File: src/source/mux_pkg.sv
// sizes, word structs, port vector type and the one-hot to index encoder
`default_nettype none

package mux_pkg;

	// port count and index width
	localparam int NUM_PORTS = 4;
	localparam int PORT_IDX_W = 2;

	// per-port queue sizing
	localparam int QUEUE_DEPTH = 4;
	localparam int QUEUE_PTR_W = $clog2(QUEUE_DEPTH);
	// count runs 0..QUEUE_DEPTH so needs one more bit than the pointers
	localparam int QUEUE_CNT_W = $clog2(QUEUE_DEPTH + 1);

	localparam int DATA_W = 16;

	// payload held in each port queue
	typedef struct packed {
		logic [DATA_W-1:0] data;
	} in_word_t;

	// registered output word with its source port
	typedef struct packed {
		logic [PORT_IDX_W-1:0] port;
		logic [DATA_W-1:0] data;
	} out_word_t;

	// one bit per port
	typedef logic [NUM_PORTS-1:0] port_vec_t;

	// index of the set bit in a one-hot vector, zero when none is set
	function automatic logic [PORT_IDX_W-1:0] onehot_to_idx(input port_vec_t vec);
		logic [PORT_IDX_W-1:0] idx;
		idx = '0;
		for (int i = 0; i < NUM_PORTS; i++) begin
			if (vec[i]) begin
				idx = idx | PORT_IDX_W'(i);
			end
		end
		return idx;
	endfunction

endpackage

`default_nettype wire

File: src/source/port_queue.sv
// port_queue module, a small circular FIFO for one input port
`default_nettype none

module port_queue (
	input logic clk,
	input logic reset,
	input logic push,
	input mux_pkg::in_word_t push_word,
	input logic pop,
	output mux_pkg::in_word_t head_word,
	output logic not_empty,
	output logic full
);

	// word storage
	mux_pkg::in_word_t mem [mux_pkg::QUEUE_DEPTH];

	logic [mux_pkg::QUEUE_PTR_W-1:0] wr_ptr;
	logic [mux_pkg::QUEUE_PTR_W-1:0] rd_ptr;
	logic [mux_pkg::QUEUE_CNT_W-1:0] count;

	// write side
	always_ff @(posedge clk) begin
		if (push) begin
			mem[wr_ptr] <= push_word;
		end
	end

	// pointers wrap on their own since depth is a power of two
	always_ff @(posedge clk) begin
		if (reset) begin
			wr_ptr <= '0;
			rd_ptr <= '0;
		end else begin
			if (push) begin
				wr_ptr <= wr_ptr + 1'b1;
			end
			if (pop) begin
				rd_ptr <= rd_ptr + 1'b1;
			end
		end
	end

	// occupancy
	always_ff @(posedge clk) begin
		if (reset) begin
			count <= '0;
		end else begin
			case ({push, pop})
				2'b10: count <= count + 1'b1;
				2'b01: count <= count - 1'b1;
				default: count <= count;
			endcase
		end
	end

	// head is read straight from the array, valid one cycle after the push
	assign head_word = mem[rd_ptr];
	assign not_empty = (count != '0);
	assign full = (count == mux_pkg::QUEUE_CNT_W'(mux_pkg::QUEUE_DEPTH));

	// sender must honour full
	assert property (@(posedge clk) disable iff (reset)
		push |-> !full)
	else $error("push into full queue");

	// arbiter only grants a queue that requested
	assert property (@(posedge clk) disable iff (reset)
		pop |-> not_empty)
	else $error("pop from empty queue");

endmodule

`default_nettype wire

File: src/source/rr_arbiter.sv
// rr_arbiter module, round-robin scheduler over the queue requests with stall
`default_nettype none

module rr_arbiter (
	input logic clk,
	input logic reset,
	input mux_pkg::port_vec_t req,
	input logic stall,
	output mux_pkg::port_vec_t grant
);

	// most recently granted port
	logic [mux_pkg::PORT_IDX_W-1:0] prio_ptr;

	// ports strictly above the pointer
	mux_pkg::port_vec_t prio_mask;
	mux_pkg::port_vec_t masked_req;
	mux_pkg::port_vec_t grant_hi;
	mux_pkg::port_vec_t grant_wrap;
	mux_pkg::port_vec_t grant_raw;

	// lowest set bit of a vector
	function automatic mux_pkg::port_vec_t lowest_bit(input mux_pkg::port_vec_t vec);
		mux_pkg::port_vec_t neg;
		neg = ~vec + 1'b1;
		return vec & neg;
	endfunction

	// rotated priority mask built from the pointer
	always_comb begin
		for (int i = 0; i < mux_pkg::NUM_PORTS; i++) begin
			prio_mask[i] = (i > int'(prio_ptr));
		end
	end

	assign masked_req = req & prio_mask;

	// first request after the pointer
	assign grant_hi = lowest_bit(masked_req);

	// nothing above the pointer, wrap round to port 0
	assign grant_wrap = lowest_bit(req);

	always_comb begin
		if (masked_req != '0) begin
			grant_raw = grant_hi;
		end else begin
			grant_raw = grant_wrap;
		end
	end

	// stall freezes scheduling, nothing else in the design looks at it
	assign grant = stall ? '0 : grant_raw;

	// pointer follows each grant, starts at the last port so port 0 leads
	always_ff @(posedge clk) begin
		if (reset) begin
			prio_ptr <= mux_pkg::PORT_IDX_W'(mux_pkg::NUM_PORTS - 1);
		end else if (grant != '0) begin
			prio_ptr <= mux_pkg::onehot_to_idx(grant);
		end
	end

	// at most one queue popped per cycle
	assert property (@(posedge clk) disable iff (reset)
		$onehot0(grant))
	else $error("grant is not one-hot");

	// never pop a queue that is empty
	assert property (@(posedge clk) disable iff (reset)
		(grant & ~req) == '0)
	else $error("grant outside of req");

endmodule

`default_nettype wire

File: src/source/grant_mux.sv
// grant_mux module, picks the granted queue head and registers the output word
`default_nettype none

module grant_mux (
	input logic clk,
	input logic reset,
	input mux_pkg::port_vec_t grant,
	input mux_pkg::in_word_t head_word [mux_pkg::NUM_PORTS],
	output logic out_valid,
	output mux_pkg::out_word_t out_word
);

	logic [mux_pkg::DATA_W-1:0] sel_data;
	logic [mux_pkg::PORT_IDX_W-1:0] sel_port;
	logic any_grant;

	// and-or select, grant is one-hot or zero
	always_comb begin
		sel_data = '0;
		for (int i = 0; i < mux_pkg::NUM_PORTS; i++) begin
			sel_data = sel_data | (head_word[i].data & {mux_pkg::DATA_W{grant[i]}});
		end
	end

	assign sel_port = mux_pkg::onehot_to_idx(grant);
	assign any_grant = |grant;

	// valid pulse in the cycle after the pop
	always_ff @(posedge clk) begin
		if (reset) begin
			out_valid <= 1'b0;
		end else begin
			out_valid <= any_grant;
		end
	end

	// word only loads with a grant so it holds between pulses
	always_ff @(posedge clk) begin
		if (any_grant) begin
			out_word.port <= sel_port;
			out_word.data <= sel_data;
		end
	end

	// output is steady whenever no word was delivered
	assert property (@(posedge clk) disable iff (reset)
		(!out_valid && !$isunknown($past(out_word))) |-> $stable(out_word))
	else $error("out_word changed without out_valid");

endmodule

`default_nettype wire

File: src/source/port_mux_top.sv
// port_mux_top module, four port queues feeding a round-robin arbiter and grant stage
`default_nettype none

module port_mux_top (
	input logic clk,
	input logic reset,
	input mux_pkg::port_vec_t push,
	input mux_pkg::in_word_t push_word [mux_pkg::NUM_PORTS],
	input logic stall,
	output mux_pkg::port_vec_t full,
	output logic out_valid,
	output mux_pkg::out_word_t out_word
);

	// queue not-empty flags are the arbiter requests
	mux_pkg::port_vec_t req;

	// one-hot grant, also the pop of each queue
	mux_pkg::port_vec_t grant;

	mux_pkg::in_word_t head_word [mux_pkg::NUM_PORTS];

	for (genvar i = 0; i < mux_pkg::NUM_PORTS; i++) begin : g_port
		port_queue i_port_queue (
			.clk(clk),
			.reset(reset),
			.push(push[i]),
			.push_word(push_word[i]),
			.pop(grant[i]),
			.head_word(head_word[i]),
			.not_empty(req[i]),
			.full(full[i])
		);
	end

	// stall only reaches the arbiter
	rr_arbiter i_rr_arbiter (
		.clk(clk),
		.reset(reset),
		.req(req),
		.stall(stall),
		.grant(grant)
	);

	grant_mux i_grant_mux (
		.clk(clk),
		.reset(reset),
		.grant(grant),
		.head_word(head_word),
		.out_valid(out_valid),
		.out_word(out_word)
	);

endmodule

`default_nettype wire

File: config.mk
export PLATFORM = sky130hd
export DESIGN_NAME = port_mux_top
export DESIGN_NICKNAME = d
export VERILOG_FILES = /design/src/source/mux_pkg.sv /design/src/source/port_queue.sv /design/src/source/rr_arbiter.sv /design/src/source/grant_mux.sv /design/src/source/port_mux_top.sv
export SDC_FILE = /design/constraint.sdc
export NUM_CORES = 1
export LEC_CHECK = 0
export ABC_CLOCK_PERIOD_IN_PS = 3210
export BUFFER_PORTS_ARGS = -buffer_cell sky130_fd_sc_hd__buf_4
export CAP_MARGIN = 20
export CORE_MARGIN = 4
export CORE_UTILIZATION = 41
export CTS_BUF_LIST = sky130_fd_sc_hd__clkbuf_4 sky130_fd_sc_hd__clkbuf_8 sky130_fd_sc_hd__clkbuf_16
export DETAILED_ROUTE_END_ITERATION = 12
export GPL_ROUTABILITY_DRIVEN = 0
export RECOVER_POWER = 25
export SLEW_MARGIN = 15
export SYNTH_ARGS = -nofsm -noshare
export SYNTH_HDL_FRONTEND = slang
export SYNTH_SLANG_ARGS = --single-unit
File: constraint.sdc
create_clock -name clk -period 3.21 [get_ports clk]
set_input_delay 0.963 -clock clk [delete_from_list [all_inputs] [get_ports clk]]
set_output_delay 0.963 -clock clk [all_outputs]
set_load 0.05 [all_outputs]
==> results.json <==
{
  "p_clk_share_pct": 32.6,
  "worstHoldPathType": "reg -> reg",
  "io_pins": 94,
  "r2r-end": "g_port[3].i_port_queue.count[2]",
  "arrival_ps": 3020,
  "p_sw_share_pct": 29.1,
  "synth_area_leader_cell": "edfxtp_1",
  "slew_headroom_pct": 42.5,
  "syn_area_per_cell_um2": 19.5,
  "antenna_found_initial": 2,
  "setup-tns-final_ps": 0,
  "layout_min_cycle_time_ps": 2600,
  "numPortBuffers": 93,
  "yosys_warnings": 0,
  "wl_per_cell_um": 21.0,
  "pre_cts_ws_ps": 361,
  "h-tree-depth": 2,
  "setup_violations": 0,
  "cts-resized-gates": 0,
  "track_usage_pct": 14.7,
  "hold_violations": 0,
  "routed_wl_mm": 24.0,
  "worst_pin_slew_ps": 862,
  "worstHoldStart": "g_port[2].i_port_queue.count[2]",
  "fin_ws_ps": 612,
  "drv_cap": 0,
  "yosysTopAreaCellShare_pct": 67.6,
  "grt_pass1_wl_mm": 37.0,
  "end_kind": "register",
  "die_h_um": 180,
  "rows": 62,
  "synth_edf_count": 274,
  "synth_area_leaders": "edfxtp_1 68%, mux4_2 12%, dfxtp_1 6.4%, ha_1 2.1%, a22oi_1 2.0%",
  "finClkSkew_ps": 15.3,
  "synthesis.nets": 719,
  "p_per_area_mw_per_mm2": 868,
  "rsz0062_at_grt": "no",
  "start_util_pct": 42.0,
  "synth_top_flop_cell": "edfxtp_1",
  "clkLatencyLatePin_ps": 500,
  "core_mm2": 0.0290,
  "dr_total_vias": 5927,
  "synth-seq-cells": 313,
  "r2r_slack_ps": 610,
  "p_comb_share_pct": 25.2,
  "async_flop_share_pct": 0,
  "post-cts-setup-buffer-count": 0,
  "drt_iter0_drc": 469,
  "grt_max_degree": 36,
  "net-switching-power_mw": 3.61,
  "reg2reg_from": "g_port[0].i_port_queue.count[0]",
  "max_freq_mhz": 385,
  "hold_end": "g_port[2].i_port_queue.count[2]",
  "final_layout_size_suffix_gt1_share_pct": 26.6,
  "cts_buffers": 34,
  "postRouteAntennaNets": 0,
  "drtPass1Iterations": 4,
  "peakVddDrop_mv": 0.448,
  "crit_path_start_kind": "register",
  "syn_area_mm2": 0.0122,
  "worst_ep_required_time_ps": 3630,
  "syn_to_final_growth_pct": 17.4,
  "fp.dieW_um": 180,
  "cts_tree": "done",
  "clkSinkCount": 313,
  "holdWs_ps": 502,
  "first_global_vias": 6362,
  "slew_viol_final": 0,
  "via_per_inst": 5.18,
  "whs_path_depth": 2,
  "seqPwrFrac_pct": 42.2,
  "dp_hpwl_mm": 16.4,
  "r2r_cells": 9,
  "critPathMaxFanout": 5,
  "status": "completed",
  "stdcell_count": 1144,
  "path_clk_slew_ps": 60,
  "ctsHoldBuffers": 0,
  "synth_cell_types": 42,
  "grt.overflow.total": 0,
  "p_int_mw": 8.79,
  "finalCritPeriodShare_pct": 80.9,
  "dieArea_mm2": 0.0325,
  "post-route-drc-count": 0,
  "cts_root_buf": "clkbuf_16",
  "cts_buffer_depth": 3,
  "netlist_instances": 624,
  "ys_seq_area_share_pct": 74.0,
  "p_leak_nw": 4.85,
  "worstSetupPathType": "reg -> reg",
  "dp_cells": 1083,
  "nets": 830
}
-- layout by cell type (no fill, tap or decap), drive strengths merged --
| master | Yosys | final |
|---|---|---|
| mux2i | 6 | 6 |
| edfxtp | 274 | 274 |
| or3 | 9 | 9 |
| a211oi | 1 | 1 |
| clkbuf | 8 | 86 |
| nor3 | 4 | 4 |
| fa | 4 | 4 |
| nand4 | 1 | 1 |
| and3 | 4 | 4 |
| o211a | 2 | 2 |
| nand3b | 3 | 3 |
| nor2 | 31 | 31 |
| clkinv | 0 | 10 |
| o21ai | 4 | 4 |
| a21oi | 11 | 11 |
| dfxtp | 39 | 39 |
| or4 | 1 | 1 |
| or2 | 2 | 2 |
| inv | 22 | 24 |
| nor2b | 1 | 1 |
| ha | 20 | 20 |
| and2 | 16 | 16 |
| mux4 | 64 | 64 |
| a211o | 1 | 1 |
| nand2 | 17 | 17 |
| a21bo | 3 | 3 |
| xnor2 | 9 | 9 |
| a22o | 1 | 1 |
| bufinv | 0 | 6 |
| a22oi | 33 | 33 |
| nor3b | 1 | 1 |
| diode | 0 | 1 |
| xor2 | 8 | 8 |
| buf | 24 | 63 |
-- power by group through the flow --
stage          logic [mW]  registers (mW)  clock network (mW)
6_report             3.13            5.24                4.04
5_1_grt              3.38            5.29                4.33
4_1_cts              3.21            5.25                4.14
3_5_place_dp         3.20            5.33                   0
3_3_place_gp         3.10            5.31                   0
2_1_floorplan        1.95            5.65                   0
-- layout make-up --
class	count	area, um2
fillers	2429	14700
flip-flops and latches	313	9010
multi-input cells	257	2910
clock buffers	42	928
repair buffers	107	638
well taps	384	480
clock inverters	18	244
inverters	22	82.6
diodes	1	2.50
-- flip-flops by register name, indices dropped and copies added, names as in the netlist, named ones only --
signal	cells
g_port.i_port_queue.mem	256
i_grant_mux.out_word	18
g_port.i_port_queue.count	12
g_port.i_port_queue.rd_ptr	8
g_port.i_port_queue.wr_ptr	8
i_rr_arbiter.prio_ptr	2
i_grant_mux.out_valid	1
-- worst max-delay path: stages, from the launching register on --
cell and delay, ps:
dfxtp_1 360, or3_4 430, nor3_1 200, o211a_1 220, ha_1 210, inv_1 80, fa_1 370, xor2_1 170
or3_1 330, a21oi_1 150
-- worst max path at each step --
| stage | from | slack (ps) | to | cells past startpoint |
|---|---|---|---|---|
| after floorplan | stall | 470 | g_port[3].i_port_queue.count[2] | 9 |
| after global placement | stall | 490 | g_port[1].i_port_queue.count[2] | 9 |
| after detailed placement | stall | 360 | g_port[3].i_port_queue.count[2] | 9 |
| after CTS | g_port[0].i_port_queue.count[0] | 650 | g_port[3].i_port_queue.count[2] | 9 |
| after global routing | g_port[0].i_port_queue.count[0] | 530 | g_port[3].i_port_queue.count[2] | 9 |
| final | g_port[0].i_port_queue.count[0] | 610 | g_port[3].i_port_queue.count[2] | 9 |
-- per-stage QoR --
stage          util, %  total power, mW  area [um2]
2_1_floorplan        -             7.60       12200
3_3_place_gp      45.8             8.41       13300
3_5_place_dp      45.8             8.53       13300
4_1_cts           49.8             12.6       14500
5_1_grt           49.2             13.0       14300
6_report          49.3             12.4       14300
-- cell usage after synthesis (all sizes together), types with 2 or more instances --
master / instances
or3: 9
or2: 2
a22oi: 33
and3: 4
nor2: 31
a21oi: 11
a21bo: 3
nor3: 4
clkbuf: 8
inv: 22
edfxtp: 274
o21ai: 4
fa: 4
nand2: 17
and2: 16
dfxtp: 39
mux4: 64
mux2i: 6
xor2: 8
xnor2: 9
ha: 20
o211a: 2
buf: 24
nand3b: 3
-- metal layers --
metal,global-route usage [%],share of wire (%)
met1,19.9,42
met2,24.5,49
met3,3.39,6.6
met4,3.66,1.7
met5,0,0.087
-- cell families after synthesis --
family          after synthesis  synth area share (%)
flops                       313                  74.0
simple gates                 90                  4.01
compound gates               56                  3.59
fa+ha+maj                    24                  2.71
buf+inv                      54                  2.15
mux                          70                  12.3
xor+xnor                     17                  1.22
(Power assumes the default switching activity.)
